===== config.mk =====
export PLATFORM = sky130hd
export DESIGN_NAME = pipelineCpu
export DESIGN_NICKNAME = d
export VERILOG_FILES = /design/src/rtl/cpuPkg.sv /design/src/rtl/pipePkg.sv /design/src/rtl/pipelineCpu.sv /design/src/rtl/executeStage.sv /design/src/rtl/hazardUnit.sv /design/src/rtl/regFile.sv /design/src/rtl/instrDecoder.sv /design/src/rtl/pipeReg.sv
export SDC_FILE = /design/constraint.sdc
export NUM_CORES = 1
export LEC_CHECK = 0
export ABC_CLOCK_PERIOD_IN_PS = 12600
export BUFFER_PORTS_ARGS = -buffer_cell sky130_fd_sc_hd__buf_2
export CELL_PAD_IN_SITES_DETAIL_PLACEMENT = 1
export CELL_PAD_IN_SITES_GLOBAL_PLACEMENT = 1
export CORE_MARGIN = 1
export CORE_UTILIZATION = 30
export CTS_BUF_LIST = sky130_fd_sc_hd__clkbuf_8
export DETAILED_ROUTE_END_ITERATION = 10
export GPL_ROUTABILITY_DRIVEN = 0
export GPL_TIMING_DRIVEN = 0
export PLACE_DENSITY_LB_ADDON = 0.2
export RECOVER_POWER = 100
export SLEW_MARGIN = 10
export SYNTH_ARGS = -nofsm -noshare
export SYNTH_HDL_FRONTEND = slang
export SYNTH_SLANG_ARGS = --single-unit

===== constraint.sdc =====
create_clock -name CLK -period 12.6 [get_ports CLK]
set_clock_uncertainty 0.15 [all_clocks]
set_input_delay 1.26 -clock CLK [delete_from_list [all_inputs] [get_ports CLK]]
set_output_delay 1.26 -clock CLK [all_outputs]
set_load 0.02 [all_outputs]

===== src/rtl/cpuPkg.sv =====
package cpuPkg;

	// ------------------------------
	// word and register sizes
	// ------------------------------
	localparam int dataWidth = 16;
	localparam int regCount = 8;
	localparam int regIdxWidth = $clog2(regCount);

	typedef logic [dataWidth-1:0] wordT;
	typedef logic [regIdxWidth-1:0] regIdxT;

	// ------------------------------
	// instruction fields
	// ------------------------------
	localparam int opcodeMsb = 15;
	localparam int opcodeLsb = 11;
	localparam int opcodeWidth = opcodeMsb - opcodeLsb + 1;
	localparam int rxMsb = 10;
	localparam int rxLsb = 8;
	localparam int ryMsb = 7;
	localparam int ryLsb = 5;
	localparam int rzMsb = 4;
	localparam int rzLsb = 2;

	// immediates all start at bit 0
	localparam int imm8Width = 8;
	localparam int imm5Width = 5;
	localparam int imm11Width = 11;

	typedef enum logic [opcodeWidth-1:0] {
		opNop   = 5'd0,
		opAddu  = 5'd1,
		opSubu  = 5'd2,
		opAnd   = 5'd3,
		opOr    = 5'd4,
		opSlt   = 5'd5,
		opAddiu = 5'd6,
		opLi    = 5'd7,
		opLw    = 5'd8,
		opSw    = 5'd9,
		opBeqz  = 5'd10,
		opBnez  = 5'd11,
		opB     = 5'd12,
		opJr    = 5'd13
	} opcodeT;

	// opcode zero with every other field zero
	localparam wordT nopWord = '0;

endpackage

===== src/rtl/pipePkg.sv =====
package pipePkg;

	typedef enum logic [2:0] {
		aluAdd   = 3'd0,
		aluSub   = 3'd1,
		aluAnd   = 3'd2,
		aluOr    = 3'd3,
		aluSlt   = 3'd4,
		aluPassB = 3'd5
	} aluOpT;

	// all-zero control is a NOP
	typedef struct packed {
		aluOpT aluOp;
		logic  srcImm;
		logic  regWrite;
		logic  memRead;
		logic  memWrite;
		logic  branchZero;
		logic  branchNonZero;
		logic  jumpImm;
		logic  jumpReg;
		logic  useRx;
		logic  useRy;
	} ctrlT;

	typedef enum logic [1:0] {
		fwdNone    = 2'd0,
		fwdFromMem = 2'd1,
		fwdFromWb  = 2'd2
	} fwdSelT;

	// ------------------------------
	// stage payloads, zero is a bubble
	// ------------------------------
	typedef struct packed {
		logic         valid;
		cpuPkg::wordT pc;
		cpuPkg::wordT instr;
	} ifIdT;

	typedef struct packed {
		logic           valid;
		ctrlT           ctrl;
		cpuPkg::wordT   pc;
		cpuPkg::wordT   rxVal;
		cpuPkg::wordT   ryVal;
		cpuPkg::wordT   imm;
		cpuPkg::regIdxT rx;
		cpuPkg::regIdxT ry;
		cpuPkg::regIdxT dest;
	} idExT;

	typedef struct packed {
		logic           valid;
		logic           regWrite;
		logic           memRead;
		logic           memWrite;
		cpuPkg::wordT   aluResult;
		cpuPkg::wordT   storeData;
		cpuPkg::regIdxT dest;
	} exMemT;

	typedef struct packed {
		logic           valid;
		logic           regWrite;
		cpuPkg::wordT   result;
		cpuPkg::regIdxT dest;
	} memWbT;

endpackage


===== src/rtl/pipelineCpu.sv =====
module pipelineCpu (
	input  logic           CLK,
	input  logic           RST,
	output cpuPkg::wordT   imemAddr,
	input  cpuPkg::wordT   imemData,
	output cpuPkg::wordT   dmemAddr,
	output cpuPkg::wordT   dmemWData,
	output logic           dmemRead,
	output logic           dmemWrite,
	input  cpuPkg::wordT   dmemRData,
	output logic           wbValid,
	output cpuPkg::regIdxT wbReg,
	output cpuPkg::wordT   wbData
);

	cpuPkg::wordT    pc;
	cpuPkg::wordT    nextPc;
	pipePkg::ifIdT   ifIdIn;
	pipePkg::ifIdT   ifIdQ;
	pipePkg::idExT   idExIn;
	pipePkg::idExT   idExQ;
	pipePkg::exMemT  exMemIn;
	pipePkg::exMemT  exMemQ;
	pipePkg::memWbT  memWbIn;
	pipePkg::memWbT  memWbQ;
	cpuPkg::wordT    decInstr;
	pipePkg::ctrlT   decCtrl;
	cpuPkg::regIdxT  decRx;
	cpuPkg::regIdxT  decRy;
	cpuPkg::regIdxT  decDest;
	cpuPkg::wordT    decImm;
	cpuPkg::wordT    valA;
	cpuPkg::wordT    valB;
	logic            stall;
	pipePkg::fwdSelT fwdA;
	pipePkg::fwdSelT fwdB;
	logic            redirect;
	cpuPkg::wordT    redirectPc;

	// ------------------------------
	// fetch
	// ------------------------------
	assign nextPc = redirect ? redirectPc : (stall ? pc : pc + cpuPkg::wordT'(1));

	always_ff @(posedge CLK or negedge RST)
	begin
		if (!RST)
			pc <= '0;
		else
			pc <= nextPc;
	end

	assign imemAddr = pc;

	always_comb
	begin
		ifIdIn.valid = 1'b1;
		ifIdIn.pc = pc;
		ifIdIn.instr = imemData;
	end

	pipeReg #(.payloadT(pipePkg::ifIdT)) ifIdReg (.CLK(CLK), .RST(RST), .stall(stall),
		.flush(redirect), .d(ifIdIn), .q(ifIdQ));

	// ------------------------------
	// decode
	// ------------------------------
	// a bubble decodes as NOP
	assign decInstr = ifIdQ.valid ? ifIdQ.instr : cpuPkg::nopWord;

	instrDecoder decoder (.instr(decInstr), .ctrl(decCtrl), .rx(decRx), .ry(decRy),
		.dest(decDest), .imm(decImm));

	regFile regs (.CLK(CLK), .RST(RST), .rdA(decRx), .rdB(decRy), .valA(valA), .valB(valB),
		.we(wbValid), .wAddr(wbReg), .wData(wbData));

	hazardUnit hazard (.idCtrl(decCtrl), .idRx(decRx), .idRy(decRy), .exStage(idExQ),
		.memStage(exMemQ), .wbStage(memWbQ), .stall(stall), .fwdA(fwdA), .fwdB(fwdB));

	always_comb
	begin
		idExIn.valid = ifIdQ.valid;
		idExIn.ctrl = decCtrl;
		idExIn.pc = ifIdQ.pc;
		idExIn.rxVal = valA;
		idExIn.ryVal = valB;
		idExIn.imm = decImm;
		idExIn.rx = decRx;
		idExIn.ry = decRy;
		idExIn.dest = decDest;
	end

	// stall inserts the load-use bubble here
	pipeReg #(.payloadT(pipePkg::idExT)) idExReg (.CLK(CLK), .RST(RST), .stall(1'b0),
		.flush(redirect || stall), .d(idExIn), .q(idExQ));

	// ------------------------------
	// execute, memory, write-back
	// ------------------------------
	executeStage execute (.ex(idExQ), .fwdA(fwdA), .fwdB(fwdB),
		.memResult(exMemQ.aluResult), .wbResult(memWbQ.result), .out(exMemIn),
		.redirect(redirect), .redirectPc(redirectPc));

	pipeReg #(.payloadT(pipePkg::exMemT)) exMemReg (.CLK(CLK), .RST(RST), .stall(1'b0),
		.flush(1'b0), .d(exMemIn), .q(exMemQ));

	assign dmemAddr = exMemQ.aluResult;
	assign dmemWData = exMemQ.storeData;
	assign dmemRead = exMemQ.valid && exMemQ.memRead;
	assign dmemWrite = exMemQ.valid && exMemQ.memWrite;

	always_comb
	begin
		memWbIn.valid = exMemQ.valid;
		memWbIn.regWrite = exMemQ.regWrite;
		memWbIn.result = exMemQ.memRead ? dmemRData : exMemQ.aluResult;
		memWbIn.dest = exMemQ.dest;
	end

	pipeReg #(.payloadT(pipePkg::memWbT)) memWbReg (.CLK(CLK), .RST(RST), .stall(1'b0),
		.flush(1'b0), .d(memWbIn), .q(memWbQ));

	assign wbValid = memWbQ.valid && memWbQ.regWrite;
	assign wbReg = memWbQ.dest;
	assign wbData = memWbQ.result;

	dataPortExclusive: assert property (@(posedge CLK) disable iff (!RST)
		!(dmemRead && dmemWrite))
		else $error("dmemRead and dmemWrite high together");

endmodule


===== src/rtl/executeStage.sv =====
module executeStage (
	input  pipePkg::idExT   ex,
	input  pipePkg::fwdSelT fwdA,
	input  pipePkg::fwdSelT fwdB,
	input  cpuPkg::wordT    memResult,
	input  cpuPkg::wordT    wbResult,
	output pipePkg::exMemT  out,
	output logic            redirect,
	output cpuPkg::wordT    redirectPc
);

	cpuPkg::wordT opA;
	cpuPkg::wordT opB;
	cpuPkg::wordT aluB;
	cpuPkg::wordT aluResult;
	logic         taken;

	// ------------------------------
	// forwarding muxes
	// ------------------------------
	always_comb
	begin
		case (fwdA)
			pipePkg::fwdFromMem: opA = memResult;
			pipePkg::fwdFromWb:  opA = wbResult;
			default:             opA = ex.rxVal;
		endcase
		case (fwdB)
			pipePkg::fwdFromMem: opB = memResult;
			pipePkg::fwdFromWb:  opB = wbResult;
			default:             opB = ex.ryVal;
		endcase
	end

	// ------------------------------
	// ALU
	// ------------------------------
	assign aluB = ex.ctrl.srcImm ? ex.imm : opB;

	always_comb
	begin
		case (ex.ctrl.aluOp)
			pipePkg::aluSub:   aluResult = opA - aluB;
			pipePkg::aluAnd:   aluResult = opA & aluB;
			pipePkg::aluOr:    aluResult = opA | aluB;
			pipePkg::aluSlt:   aluResult = ($signed(opA) < $signed(aluB)) ?
				cpuPkg::wordT'(1) : '0;
			pipePkg::aluPassB: aluResult = aluB;
			default:           aluResult = opA + aluB;
		endcase
	end

	// ------------------------------
	// branch and jump resolution
	// ------------------------------
	always_comb
	begin
		taken = 1'b0;
		if (ex.ctrl.branchZero && opA == '0)
			taken = 1'b1;
		if (ex.ctrl.branchNonZero && opA != '0)
			taken = 1'b1;
		if (ex.ctrl.jumpImm || ex.ctrl.jumpReg)
			taken = 1'b1;
	end

	assign redirect = ex.valid && taken;
	// relative targets count from the next instruction
	assign redirectPc = ex.ctrl.jumpReg ? opA : ex.pc + cpuPkg::wordT'(1) + ex.imm;

	always_comb
	begin
		out.valid = ex.valid;
		out.regWrite = ex.ctrl.regWrite;
		out.memRead = ex.ctrl.memRead;
		out.memWrite = ex.ctrl.memWrite;
		out.aluResult = aluResult;
		out.storeData = opB;
		out.dest = ex.dest;
	end

endmodule


===== src/rtl/hazardUnit.sv =====
module hazardUnit (
	input  pipePkg::ctrlT   idCtrl,
	input  cpuPkg::regIdxT  idRx,
	input  cpuPkg::regIdxT  idRy,
	input  pipePkg::idExT   exStage,
	input  pipePkg::exMemT  memStage,
	input  pipePkg::memWbT  wbStage,
	output logic            stall,
	output pipePkg::fwdSelT fwdA,
	output pipePkg::fwdSelT fwdB
);

	logic exIsLoad;
	logic memWrites;
	logic wbWrites;

	// ------------------------------
	// load-use detection
	// ------------------------------
	assign exIsLoad = exStage.valid && exStage.ctrl.memRead;

	assign stall = exIsLoad &&
		((idCtrl.useRx && idRx == exStage.dest) ||
		(idCtrl.useRy && idRy == exStage.dest));

	// ------------------------------
	// operand forwarding
	// ------------------------------
	assign memWrites = memStage.valid && memStage.regWrite;
	assign wbWrites = wbStage.valid && wbStage.regWrite;

	// memory stage holds the younger result
	assign fwdA = (memWrites && memStage.dest == exStage.rx) ? pipePkg::fwdFromMem :
		(wbWrites && wbStage.dest == exStage.rx) ? pipePkg::fwdFromWb :
		pipePkg::fwdNone;

	assign fwdB = (memWrites && memStage.dest == exStage.ry) ? pipePkg::fwdFromMem :
		(wbWrites && wbStage.dest == exStage.ry) ? pipePkg::fwdFromWb :
		pipePkg::fwdNone;

	// load data exists only from write-back on, so its user never sits right behind it
	loadNotFromMem: assert final (!(memWrites && memStage.memRead &&
		((exStage.ctrl.useRx && fwdA == pipePkg::fwdFromMem) ||
		(exStage.ctrl.useRy && fwdB == pipePkg::fwdFromMem))))
		else $error("load address forwarded as data from the memory stage");

endmodule


===== src/rtl/regFile.sv =====
module regFile (
	input  logic           CLK,
	input  logic           RST,
	input  cpuPkg::regIdxT rdA,
	input  cpuPkg::regIdxT rdB,
	output cpuPkg::wordT   valA,
	output cpuPkg::wordT   valB,
	input  logic           we,
	input  cpuPkg::regIdxT wAddr,
	input  cpuPkg::wordT   wData
);

	cpuPkg::wordT regs [cpuPkg::regCount];

	always_ff @(posedge CLK or negedge RST)
	begin
		if (!RST)
			regs <= '{default: '0};
		else if (we)
			regs[wAddr] <= wData;
	end

	// write-back and decode share a cycle, so the new value bypasses
	always_comb
	begin
		if (we && wAddr == rdA)
			valA = wData;
		else
			valA = regs[rdA];
		if (we && wAddr == rdB)
			valB = wData;
		else
			valB = regs[rdB];
	end

endmodule


===== src/rtl/instrDecoder.sv =====
module instrDecoder (
	input  cpuPkg::wordT   instr,
	output pipePkg::ctrlT  ctrl,
	output cpuPkg::regIdxT rx,
	output cpuPkg::regIdxT ry,
	output cpuPkg::regIdxT dest,
	output cpuPkg::wordT   imm
);

	cpuPkg::opcodeT op;
	cpuPkg::regIdxT rz;
	cpuPkg::wordT   simm8;
	cpuPkg::wordT   zimm8;
	cpuPkg::wordT   simm5;
	cpuPkg::wordT   simm11;

	assign op = cpuPkg::opcodeT'(instr[cpuPkg::opcodeMsb:cpuPkg::opcodeLsb]);
	assign rx = instr[cpuPkg::rxMsb:cpuPkg::rxLsb];
	assign ry = instr[cpuPkg::ryMsb:cpuPkg::ryLsb];
	assign rz = instr[cpuPkg::rzMsb:cpuPkg::rzLsb];

	// ------------------------------
	// immediate extension
	// ------------------------------
	assign simm8 = {{(cpuPkg::dataWidth - cpuPkg::imm8Width){instr[cpuPkg::imm8Width-1]}},
		instr[cpuPkg::imm8Width-1:0]};
	assign zimm8 = {{(cpuPkg::dataWidth - cpuPkg::imm8Width){1'b0}},
		instr[cpuPkg::imm8Width-1:0]};
	assign simm5 = {{(cpuPkg::dataWidth - cpuPkg::imm5Width){instr[cpuPkg::imm5Width-1]}},
		instr[cpuPkg::imm5Width-1:0]};
	assign simm11 = {{(cpuPkg::dataWidth - cpuPkg::imm11Width){instr[cpuPkg::imm11Width-1]}},
		instr[cpuPkg::imm11Width-1:0]};

	always_comb
	begin
		ctrl = '0;
		dest = '0;
		imm = '0;
		case (op)
			cpuPkg::opAddu,
			cpuPkg::opSubu,
			cpuPkg::opAnd,
			cpuPkg::opOr,
			cpuPkg::opSlt:
			begin
				ctrl.regWrite = 1'b1;
				ctrl.useRx = 1'b1;
				ctrl.useRy = 1'b1;
				dest = rz;
				case (op)
					cpuPkg::opSubu: ctrl.aluOp = pipePkg::aluSub;
					cpuPkg::opAnd:  ctrl.aluOp = pipePkg::aluAnd;
					cpuPkg::opOr:   ctrl.aluOp = pipePkg::aluOr;
					cpuPkg::opSlt:  ctrl.aluOp = pipePkg::aluSlt;
					default:        ctrl.aluOp = pipePkg::aluAdd;
				endcase
			end
			cpuPkg::opAddiu:
			begin
				ctrl.regWrite = 1'b1;
				ctrl.srcImm = 1'b1;
				ctrl.useRx = 1'b1;
				dest = rx;
				imm = simm8;
			end
			cpuPkg::opLi:
			begin
				ctrl.aluOp = pipePkg::aluPassB;
				ctrl.regWrite = 1'b1;
				ctrl.srcImm = 1'b1;
				dest = rx;
				imm = zimm8;
			end
			cpuPkg::opLw:
			begin
				ctrl.regWrite = 1'b1;
				ctrl.memRead = 1'b1;
				ctrl.srcImm = 1'b1;
				ctrl.useRx = 1'b1;
				dest = ry;
				imm = simm5;
			end
			cpuPkg::opSw:
			begin
				ctrl.memWrite = 1'b1;
				ctrl.srcImm = 1'b1;
				ctrl.useRx = 1'b1;
				ctrl.useRy = 1'b1;
				imm = simm5;
			end
			cpuPkg::opBeqz:
			begin
				ctrl.branchZero = 1'b1;
				ctrl.useRx = 1'b1;
				imm = simm8;
			end
			cpuPkg::opBnez:
			begin
				ctrl.branchNonZero = 1'b1;
				ctrl.useRx = 1'b1;
				imm = simm8;
			end
			cpuPkg::opB:
			begin
				ctrl.jumpImm = 1'b1;
				imm = simm11;
			end
			cpuPkg::opJr:
			begin
				ctrl.jumpReg = 1'b1;
				ctrl.useRx = 1'b1;
			end
			// NOP and unused codes
			default:
			begin
				ctrl = '0;
			end
		endcase
	end

endmodule


===== src/rtl/pipeReg.sv =====
module pipeReg #(
	parameter type payloadT = logic
) (
	input  logic    CLK,
	input  logic    RST,
	input  logic    stall,
	input  logic    flush,
	input  payloadT d,
	output payloadT q
);

	// flush has priority so a squashed slot never survives a stall
	always_ff @(posedge CLK or negedge RST)
	begin
		if (!RST)
			q <= '0;
		else if (flush)
			q <= '0;
		else if (!stall)
			q <= d;
	end

	// load-use stall and taken redirect come from different EX contents
	stallFlushExclusive: assert property (@(posedge CLK) disable iff (!RST) !(stall && flush))
		else $error("stall and flush high together");

endmodule


# ---- Word level (Yosys, flattened, before mapping)
# Index checks and enable logic that the tools add are counted.
dict set report op_classes {
  bitwise_logic 5
  addsub 5
  n_lt_le_gt_ge 5
  muxes 45
  n_eq_ne 31
  reduce_logical 31
}
# cell count
set ops {}
lappend ops {{2-to-1 mux 16 bit} 13}
lappend ops {{bitwise mux 128 bit} 1}
lappend ops {{binary-select mux 16 bit (select 3 bit)} 2}
lappend ops {{2-to-1 mux 87 bit} 1}
lappend ops {{case mux 16 bit (5 select lines)} 1}
lappend ops {{2-to-1 mux 33 bit} 2}
lappend ops {{case mux 16 bit (2 select lines)} 2}
lappend ops {{case mux 16 bit (4 select lines)} 1}
lappend ops {{demux 16 bit (select 3 bit)} 1}
lappend ops {{adder 16 x 1 -> 16 bit (second input constant)} 2}
lappend ops {{adder 16 bit} 2}
lappend ops {{== test 5 x 4 -> 1 bit (second input constant)} 6}
lappend ops {{== test 3 bit} 8}
lappend ops {{== test 5 x 3 -> 1 bit (second input constant)} 4}
lappend ops {{logical AND 1 bit} 18}
lappend ops {{AND 16 bit} 1}
lappend ops {{zero test 16 bit} 1}
lappend ops {{< comparator 16 bit} 1}
lappend ops {{OR 16 bit} 1}
lappend ops {{nonzero test 16 bit} 1}
lappend ops {{subtractor 16 bit} 1}
lappend ops {{2-to-1 mux 1 bit} 14}
lappend ops {{>= comparator 4 bit (second input constant)} 3}
lappend ops {{NOT 3 -> 4 bit} 3}
lappend ops {{other kinds (21)} 32}
dict set report totals {
  regBits 322
  output_inout_bits 70
  in_bits 34
}

# ---- Logic depth before layout (Yosys ltp)
# Gate-level depths: netlist of run 1.
dict set report depth {
  ltp_word 14
  mapped_depth 21
  mapped_depth_nobuf 18
}

# ---- Modules after synthesis
# A second synthesis of run 1 with hierarchy kept.
dict set report hier_totals {
  cells_unflattened 1957
  area_unflattened_um2 21247.9
}
# module area_each_um2 cells_per_inst n_inst
set modules_own_cells {}
lappend modules_own_cells {regFile 7508.5 452 1}
lappend modules_own_cells {executeStage 4301.6 667 1}
lappend modules_own_cells {{pipeReg (idExReg)} 3539.6 281 1}
lappend modules_own_cells {{pipeReg (exMemReg)} 1595.3 126 1}
lappend modules_own_cells {{pipeReg (ifIdReg)} 1367.6 107 1}
lappend modules_own_cells {pipelineCpu 1248.7 141 1}
lappend modules_own_cells {{pipeReg (memWbReg)} 857.1 68 1}
lappend modules_own_cells {instrDecoder 586.8 86 1}
lappend modules_own_cells {hazardUnit 242.7 29 1}

# ---- Worst setup path after synthesis of run 1
# OpenSTA, ideal clock, no wires.
dict set report synth_path {
  path_type {register to register}
  start {reg memWbReg.q[20] (netlist bit)}
  end {reg exMemReg.q[29] (netlist bit)}
  setup_time_ps 142
  path_buffers 3
  arrival_ps 4635
  slack_ps 7672
  path_stages_with_launch 22
  path_cell_list {dfrtp_1 > nand2_1 > clkbuf_1 > inv_1 > and4_1 > clkbuf_1 > buf_1 > mux2i_1 > o21ai_0 > mux2i_1 > inv_1 > ha_1 > fa_1 > a21oi_1 > o21bai_1 > a21o_1 > a31o_2 > a211oi_1 > o21bai_1 > a221o_1 > nand2_1 > o221ai_1}
}
# element line_no
set synth_lines {}
lappend synth_lines {{start: declaration} pipeReg.sv:9} ;# output payloadT q
lappend synth_lines {{start signal: assignment} pipeReg.sv:16} ;# q <= '0;
lappend synth_lines {{start signal: assignment} pipeReg.sv:18} ;# q <= '0;
lappend synth_lines {{start signal: assignment} pipeReg.sv:20} ;# q <= d;
lappend synth_lines {{end signal: assignment} pipeReg.sv:16}
lappend synth_lines {{end signal: assignment} pipeReg.sv:18}
lappend synth_lines {{end signal: assignment} pipeReg.sv:20}
lappend synth_lines {{end: declaration} pipeReg.sv:9}

==> results of run 1 <==
## critical path, cell delays in order (launching register included)
cell and delay [ps]:
dfrtp_1 490, clkbuf_1 510, xnor2_1 210, and4_1 250, clkbuf_1 370, clkbuf_1 690, mux2i_1 160, o21ai_0 780
mux2_1 400, inv_1 120, ha_1 330, nand2b_1 70, a21oi_1 220, o21ai_0 230, a221oi_1 630, a2111oi_0 320
o31ai_1 630, a211oi_1 170, o31a_1 260, a211o_1 250
## through the flow
stage | cell area (sq um) | hold slack [ps] | util [%]
floorplan | 18800 | 181 | -
global placement | 20300 | 205 | 32.9
detailed placement | 20400 | 200 | 33.1
CTS | 21800 | 217 | 35.3
global route | 21600 | 233 | 35.0
finish | 21600 | 218 | 35.0
## area by class of cell
cell class              instances  area, sq um
fillers                      7084        40100
multi-input cells            1255         9610
flip-flops and latches        317         7930
well taps                     837         1050
clock buffers                  71          977
plain buffers                 171          848
repair buffers                107          497
clock inverters                37          375
inverters                      83          313
diodes                          2         5.00
## cell families (layout without fill, tap and decap cells)
family,after synthesis,after routing,synth area share (%)
DFF,317,317,42.3
other,0,2,0
xor gates and xnor gates,46,46,2.25
AOI/OAI and AO/OA,387,387,13.6
adders and majority gates,67,67,4.59
and+or+nand+nor,516,516,13.1
muxes,239,239,17.8
buffers and inverters,254,469,6.35
## layout by cell type (no fill, tap or decap), types with 9 or more instances in the layout
master      n
dfrtp_1   317
nand2_1   150
clkbuf_1  146
mux2_2    143
nor2_1    125
o21ai_0   103
inv_1      97
a21oi_1    91
nand3_1    90
clkbuf_8   71
ha_1       64
mux4_2     60
buf_2      60
nor3_1     30
buf_4      28
mux2i_1    26
xor2_1     24
clkbuf_4   24
xnor2_1    21
a22o_1     21
buf_1      18
o22ai_1    18
nor4_1     17
o21a_1     14
and2_0     14
a211oi_1   13
o211ai_1   12
and3_1     12
nor2b_1    11
nand4_1    11
a31oi_1    10
and2_1      9
o31ai_1     9
o221ai_1    9
a221o_1     9
## registers in the layout, indices dropped and copies added (netlist names)
name        flops
regs.regs     128
exMemReg.q     39
imemAddr       16
idExReg.q      80
memWbReg.q     21
ifIdReg.q      33
## worst paths after layout
check / slack (ps) / start / to / depth (start not counted)
max in group asynchronous: 5300 / RST / idExReg.q[44] / 2
min in group asynchronous: 720 / RST / exMemReg.q[25] / 1
worst min register to register: 220 / idExReg.q[79] / exMemReg.q[35] / 0
worst min-delay path: 220 / idExReg.q[79] / exMemReg.q[35] / 0
worst max-delay path: 5210 / memWbReg.q[0] / exMemReg.q[34] / 19
worst max register to register: 5210 / memWbReg.q[0] / exMemReg.q[34] / 19
## report_power, final
group | internal, uW | switching (uW) | leakage, uW
sequential | 1330 | 338 | 0.00420
clock | 659 | 495 | 0.000756
combinational | 1170 | 2100 | 0.00483
## metal layers
layer	global-route usage [%]	vias up	routed length, microns
met2	36.7	344	33400
met1	30.8	7939	32400
met4	7.64	2	2390
li1	-	6894	-
met3	3.19	127	3060
met5	0	-	10
==> summary.txt, run 1 <==
Layout
  • Layout Nets: ~2100
  • Layout Area Growth over Synthesis: 15.2%
  • Share of cells above drive strength 1: 20.9%
  • Finished Layout Cells: ~2900

Clocking
  • CTS resizes: 0
  • Postcts setup bufs: 0
  • Root Buffer: clkbuf_8
  • CTS tree: built
  • Clock Pin Slew Worst Setup and Hold Paths: ~70 ps
  • Clock Path Buffers: 3
  • Total clock sinks: 317
  • Clk_lat worst skew: 710 ps
  • Number of buffers created by CTS: 59
  • Clock H-tree levels: 2
  • Hold_buf cts: 0

Route
  • Drt via density: 5.31
  • Iter 0 DRT Violations: 1094
  • DRT Wirelength: 71.2 mm
  • Post-route ant nets: 0
  • Residual DRC: 0
  • Wire per inst: around 25 microns
  • Vias: 15300
  • DR pass1 iterations: 7

Die
  • Initial Util: 30.4%
  • Die Y: between 200 and 300 microns
  • Top Ports: ~100
  • Die W: 252 microns
  • Core area: 0.0617 sq mm
  • Die area: 0.0635 sq mm
  • FP Rows: 91

Global routing
  • GRT Total Usage: a little under a quarter
  • Antenna violations before repair: 4
  • Number of global-route vias before repair: 16000
  • Grt total ovfl: 0
  • Global-route wire length before repair: 107 mm
  • Largest net degree at the start of global routing: 105

Critical path
  • WS Path Type: register to register
  • WP data required: between 10000 and 15000 ps
  • Setup crit start kind: register
  • Critical path fanouts, max: 10
  • CP Capture Type: register
  • Worst EP arrival: around 7800 ps

Yosys
  • Post-synthesis async set-or-reset flop share: 100%
  • Yosys warns: 0
  • Most numerous cell in the Yosys netlist: dfrtp_1
  • Mapped Nets: 1927
  • Yosys top cell area share: between 40% and 50%
  • Register area share after synthesis: 42.3%
  • EDFF count, synth: 0
  • Average size of a mapped cell: 10.3 sq um
  • Cells after Synth: 1826
  • Top cells by count, synth: 317 x dfrtp_1, 149 x nand2_1, 146 x mux2_2, 125 x nor2_1, 98 x o21ai_0
  • Area leader, netlist: dfrtp_1
  • Mapped cell area: around 0.019 sq mm
  • Cell variety after synth: 79
  • Top cells by area, synth: dfrtp_1 42%, mux2_2 8.8%, mux4_2 7.2%
  • #FFs+latches synth: 317
  • Top_reg_cell synth: dfrtp_1

STA
  • Final setup fails: 0
  • Final period util: 58.6%
  • Slew @ Worst Pin: between 5000 and 6000 ps
  • RSZ-0062 raised after global routing: false
  • Setup TNS: 0 ps
  • Fmax achieved: 135 MHz
  • Final min period: 7390 ps
  • Final Max Slew Viols: 198
  • Relative slew slack: -292%
  • Fin. Hold Viols: 0
  • Setup WS post-layout: approximately 5200 ps

Placement
  • Post-DP HPWL: 54.0 mm
  • Port bufs: 103
  • Placed cells: between 2000 and 3000
  • Post-Place Setup Slack: 5250 ps

Power and ir drop
  • Leakage power: 0.00979 uW
  • Cell Pwr Density: 282 mW/mm^2
  • Tot Pwr: 6080 uW
  • Peak supply drop: 0.0000877 V

Run
  • Max-cap check violation count: 2

Outcome
  • Outcome: complete, but fails checks
  • Failing checks: max-capacitance violations, max-slew violations

Hold path
  • Worst Hold Class: register to register
Note: power is estimated with default switching activity, not from simulation.
==> run 2: changes to the inputs <==
--- a/config.mk
+++ b/config.mk
@@ -5,7 +5,8 @@
 export SDC_FILE = /design/constraint.sdc
 export NUM_CORES = 1
 export LEC_CHECK = 0
-export ABC_CLOCK_PERIOD_IN_PS = 12600
+export ABC_AREA = 1
+export ABC_CLOCK_PERIOD_IN_PS = 6500
 export BUFFER_PORTS_ARGS = -buffer_cell sky130_fd_sc_hd__buf_2
 export CELL_PAD_IN_SITES_DETAIL_PLACEMENT = 1
 export CELL_PAD_IN_SITES_GLOBAL_PLACEMENT = 1
==> constraint.sdc (replaced) <==
create_clock -name CLK -period 6.5 [get_ports CLK]
set_clock_uncertainty 0.15 [all_clocks]
set_input_delay 0.65 -clock CLK [delete_from_list [all_inputs] [get_ports CLK]]
set_output_delay 0.65 -clock CLK [all_outputs]
set_load 0.02 [all_outputs]
==> run 2 against run 1 <==
  * The run still ends with max-capacitance violations, max-slew violations left
  * Sequential share of layout area is 0.55 points higher
  * Highest routed layer is now met4
  * Worst setup slack worse by 4500 ps
  * Sequential cell count unchanged
  * Power rose by 77%
  * Final area decreased by 1.5%
  * Synthesized cell count up 30%
==> summary.txt, run 2 <==
Yosys
  • Cells after Synth: 2380 (was 1826)
  • Mapped cell area: 0.0185 sq mm (was 0.0188 sq mm)
  • Top cells by count, synth: 489 x nand2_1, 360 x o21ai_0, 317 x dfrtp_1, 209 x inv_1, 198 x nor2_1 (was 317 x dfrtp_1, 149 x nand2_1, 146 x mux2_2, 125 x nor2_1, 98 x o21ai_0)
  • Yosys warns: 0 (unchanged)
  • Most numerous cell in the Yosys netlist: nand2_1 (was dfrtp_1)
  • Post-synthesis async set-or-reset flop share: 100% (unchanged)
  • #FFs+latches synth: 317 (unchanged)
  • Cell variety after synth: 49 (was 79)
  • Top cells by area, synth: dfrtp_1 43%, nand2_1 9.9%, o21ai_0 9.7% (was dfrtp_1 42%, mux2_2 8.8%, mux4_2 7.2%)
  • EDFF count, synth: 0 (unchanged)
  • Register area share after synthesis: 42.8% (was 42.3%)
  • Mapped Nets: 2481 (was 1927)
  • Area leader, netlist: dfrtp_1 (unchanged)
  • Average size of a mapped cell: 7.79 sq um (was 10.3 sq um)
  • Yosys top cell area share: 42.8% (was 42.3%)
  • Top_reg_cell synth: dfrtp_1 (unchanged)

Die
  • Die area: 0.0628 sq mm (was 0.0635 sq mm)
  • Die Y: 251 microns (was 252 microns)
  • Core area: 0.0607 sq mm (was 0.0617 sq mm)
  • Top Ports: 104 (unchanged)
  • Initial Util: 30.6% (was 30.4%)
  • Die W: 251 microns (was 252 microns)
  • FP Rows: 90 (was 91)

Global routing
  • Largest net degree at the start of global routing: 108 (was 105)
  • Met3 GRT Util: 4.02% (was 3.19%)
  • Number of global-route vias before repair: 18800 (was 16000)
  • Global-route wire length before repair: 120 mm (was 107 mm)
  • Antenna violations before repair: 2 (was 4)
  • Met2 global-route usage: 38.6% (was 36.7%)
  • GRT Total Usage: 25.4% (was 22.6%)
  • Grt total ovfl: 0 (unchanged)
  • Global route hottest layer: met2 (unchanged)
  • Met1 Usage GRT: 36.7% (was 30.8%)

Layout
  • Most frequent cells in the layout: 493 x nand2_1, 360 x o21ai_0, 317 x dfrtp_1 (was 317 x dfrtp_1, 150 x nand2_1, 146 x clkbuf_1)
  • Finished Layout Cells: 3384 (was 2880)
  • Largest register FFs: 128 (unchanged)
  • Layout Nets: 2653 (was 2095)
  • Biggest regs: regs.regs: 128 flops, idExReg.q: 80 flops, exMemReg.q: 39 flops (unchanged)
  • Layout Area Growth over Synthesis: 14.8% (was 15.2%)
  • Biggest register: regs.regs (unchanged)
  • Commonest non-fill, non-tap cell in the layout: nand2_1 (was dfrtp_1)
  • Final instance area: 0.0213 sq mm (was 0.0216 sq mm)
  • Share of cells above drive strength 1: 10.5% (was 20.9%)

Route
  • Residual DRC: 0 (unchanged)
  • Post-route ant nets: 0 (unchanged)
  • DR pass1 iterations: 5 (was 7)
  • Iter 0 DRT Violations: 1446 (was 1094)
  • DRT Wirelength: 79.6 mm (was 71.2 mm)
  • Wire per inst: 23.5 microns (was 24.7 microns)
  • Vias: 18100 (was 15300)
  • Drt via density: 5.36 (was 5.31)

STA
  • Final Max Slew Viols: 131 (was 198)
  • Final min period: 5820 ps (was 7390 ps)
  • Setup WS post-layout: 676 ps (was 5210 ps)
  • Final period util: 89.6% (was 58.6%)
  • Fmax achieved: 172 MHz (was 135 MHz)
  • Slew @ Worst Pin: 3530 ps (was 5880 ps)
  • Relative slew slack: -136% (was -292%)
  • Final setup fails: 0 (unchanged)
  • RSZ-0062 raised after global routing: false (unchanged)
  • Fin. Hold Viols: 0 (unchanged)
  • Setup TNS: 0 ps (unchanged)

Placement
  • Post-Place Setup Slack: 1200 ps (was 5250 ps)
  • Placed cells: 3268 (was 2770)
  • Port bufs: 103 (unchanged)
  • Placed Area: 0.0201 sq mm (was 0.0204 sq mm)
  • Post-DP HPWL: 60.7 mm (was 54.0 mm)

Clocking
  • CTS tree: built (unchanged)
  • Postcts setup bufs: 0 (unchanged)
  • Clk_lat worst skew: 720 ps (was 710 ps)
  • Total clock sinks: 317 (unchanged)
  • Clock Pin Slew Worst Setup and Hold Paths: 60 ps (was 70 ps)
  • Clock Path Buffers: 3 (unchanged)
  • Root Buffer: clkbuf_8 (unchanged)
  • Number of buffers created by CTS: 60 (was 59)
  • Clock H-tree levels: 2 (unchanged)

Outcome
  • Failing checks: max-capacitance violations, max-slew violations (unchanged)
  • Outcome: complete, but fails checks (unchanged)

Critical path
  • CP Capture Type: register (unchanged)
  • WS Path Type: register to register (unchanged)
  • Worst R2R Path Depth: 18 (was 19)
  • Worst reg-to-reg setup slack: 680 ps (was 5210 ps)
  • WP data required: 6870 ps (was 13010 ps)
  • Setup crit start kind: register (unchanged)
  • RR Startpoint: memWbReg.q[0] (unchanged)
  • Critical path fanouts, max: 10 (unchanged)
  • R2r endpoint: idExReg.q[83] (was exMemReg.q[34])
  • Worst EP arrival: 6190 ps (was 7790 ps)

Hold path
  • Worst hold stages: 3 (was 0)
  • Critical hold path startpoint: dmemRData[4] (was idExReg.q[79])
  • Worst Hold Class: primary input to register (was register to register)
  • End point of the worst hold path: memWbReg.q[7] (was exMemReg.q[35])

Power and ir drop
  • Peak supply drop: 0.000211 V (was 0.0000877 V)
  • Leakage power: 0.0100 uW (was 0.00979 uW)
  • Cell Pwr Density: 506 mW/mm^2 (was 282 mW/mm^2)
  • Tot Pwr: 10800 uW (was 6080 uW)

Run
  • Max-cap check violation count: 2 (unchanged)
## run 2: cell type report
cell class / count / area, sq um
sequential: 317 / 7930
multi-input combinational: 1665 / 8770
clock inverter: 29 / 205
fill: 7407 / 39400
inverter: 217 / 816
tap: 782 / 978
timing repair buffer: 110 / 549
buffer: 181 / 915
antenna: 2 / 5.00
clock buffer: 81 / 1110
## run 2: what timing repair did
action,CTS,global route
endpoints found under the hold margin,58,0
hold buffers,4,0
gates resized for setup,0,0
## run 2: worst max-delay path by stage
stage               slack [ps]              to            from  cells past startpoint
floorplan                 2830  exMemReg.q[32]   memWbReg.q[1]                     24
global placement         -1790   idExReg.q[67]             RST                      1
detailed placement        1200  exMemReg.q[34]  exMemReg.q[38]                     20
CTS                       1180  exMemReg.q[34]  exMemReg.q[38]                     20
global route               330   idExReg.q[83]   memWbReg.q[0]                     18
finish                     680   idExReg.q[83]   memWbReg.q[0]                     18
## run 2: power by group
part / switching, uW / internal [uW] / total, uW
Clock: 940 / 1190 / 2130
Combinational: 3700 / 1650 / 5350
Sequential: 641 / 2650 / 3290
Total: 5280 / 5490 / 10800
## run 2: critical path: stages (launching register included)
cell and delay, ps:
dfrtp_1 350, clkbuf_1 420, clkinv_1 180, nand2_1 110, nand3_1 80, nor2_1 480, nand3_1 140, nand3_1 310
inv_1 160, nor2_1 120, nand2_1 70, nor2_1 380, nand3_1 210, nand3_1 300, nand2_1 300, nand2_1 320
clkbuf_1 420, clkbuf_1 1050, nor2_4 60
## run 2: kinds of logic after synthesis
group	Yosys count	share of synthesized area, %
AO/OA/AOI/OAI	637	19.1
XOR/XNOR	45	2.12
adder cells (fa/ha/maj)	67	4.64
buffers and inverters	398	9.71
flip-flops	317	42.8
AND/OR/NAND/NOR	916	21.7
## run 2: metrics by stage
stage                     hold slack (ps)  util, %
after floorplan                       181        -
after global placement                188     33.0
after detailed placement              188     33.2
after CTS                            4.06     35.4
after global routing                 33.1     35.1
final                                45.5     35.1
## run 2: per-layer routing
metal	part of all wire, %	vias to the layer above
li1	-	8236
met2	44	653
met3	6.6	126
met1	47	9121
met5	0	-
met4	2.8	0
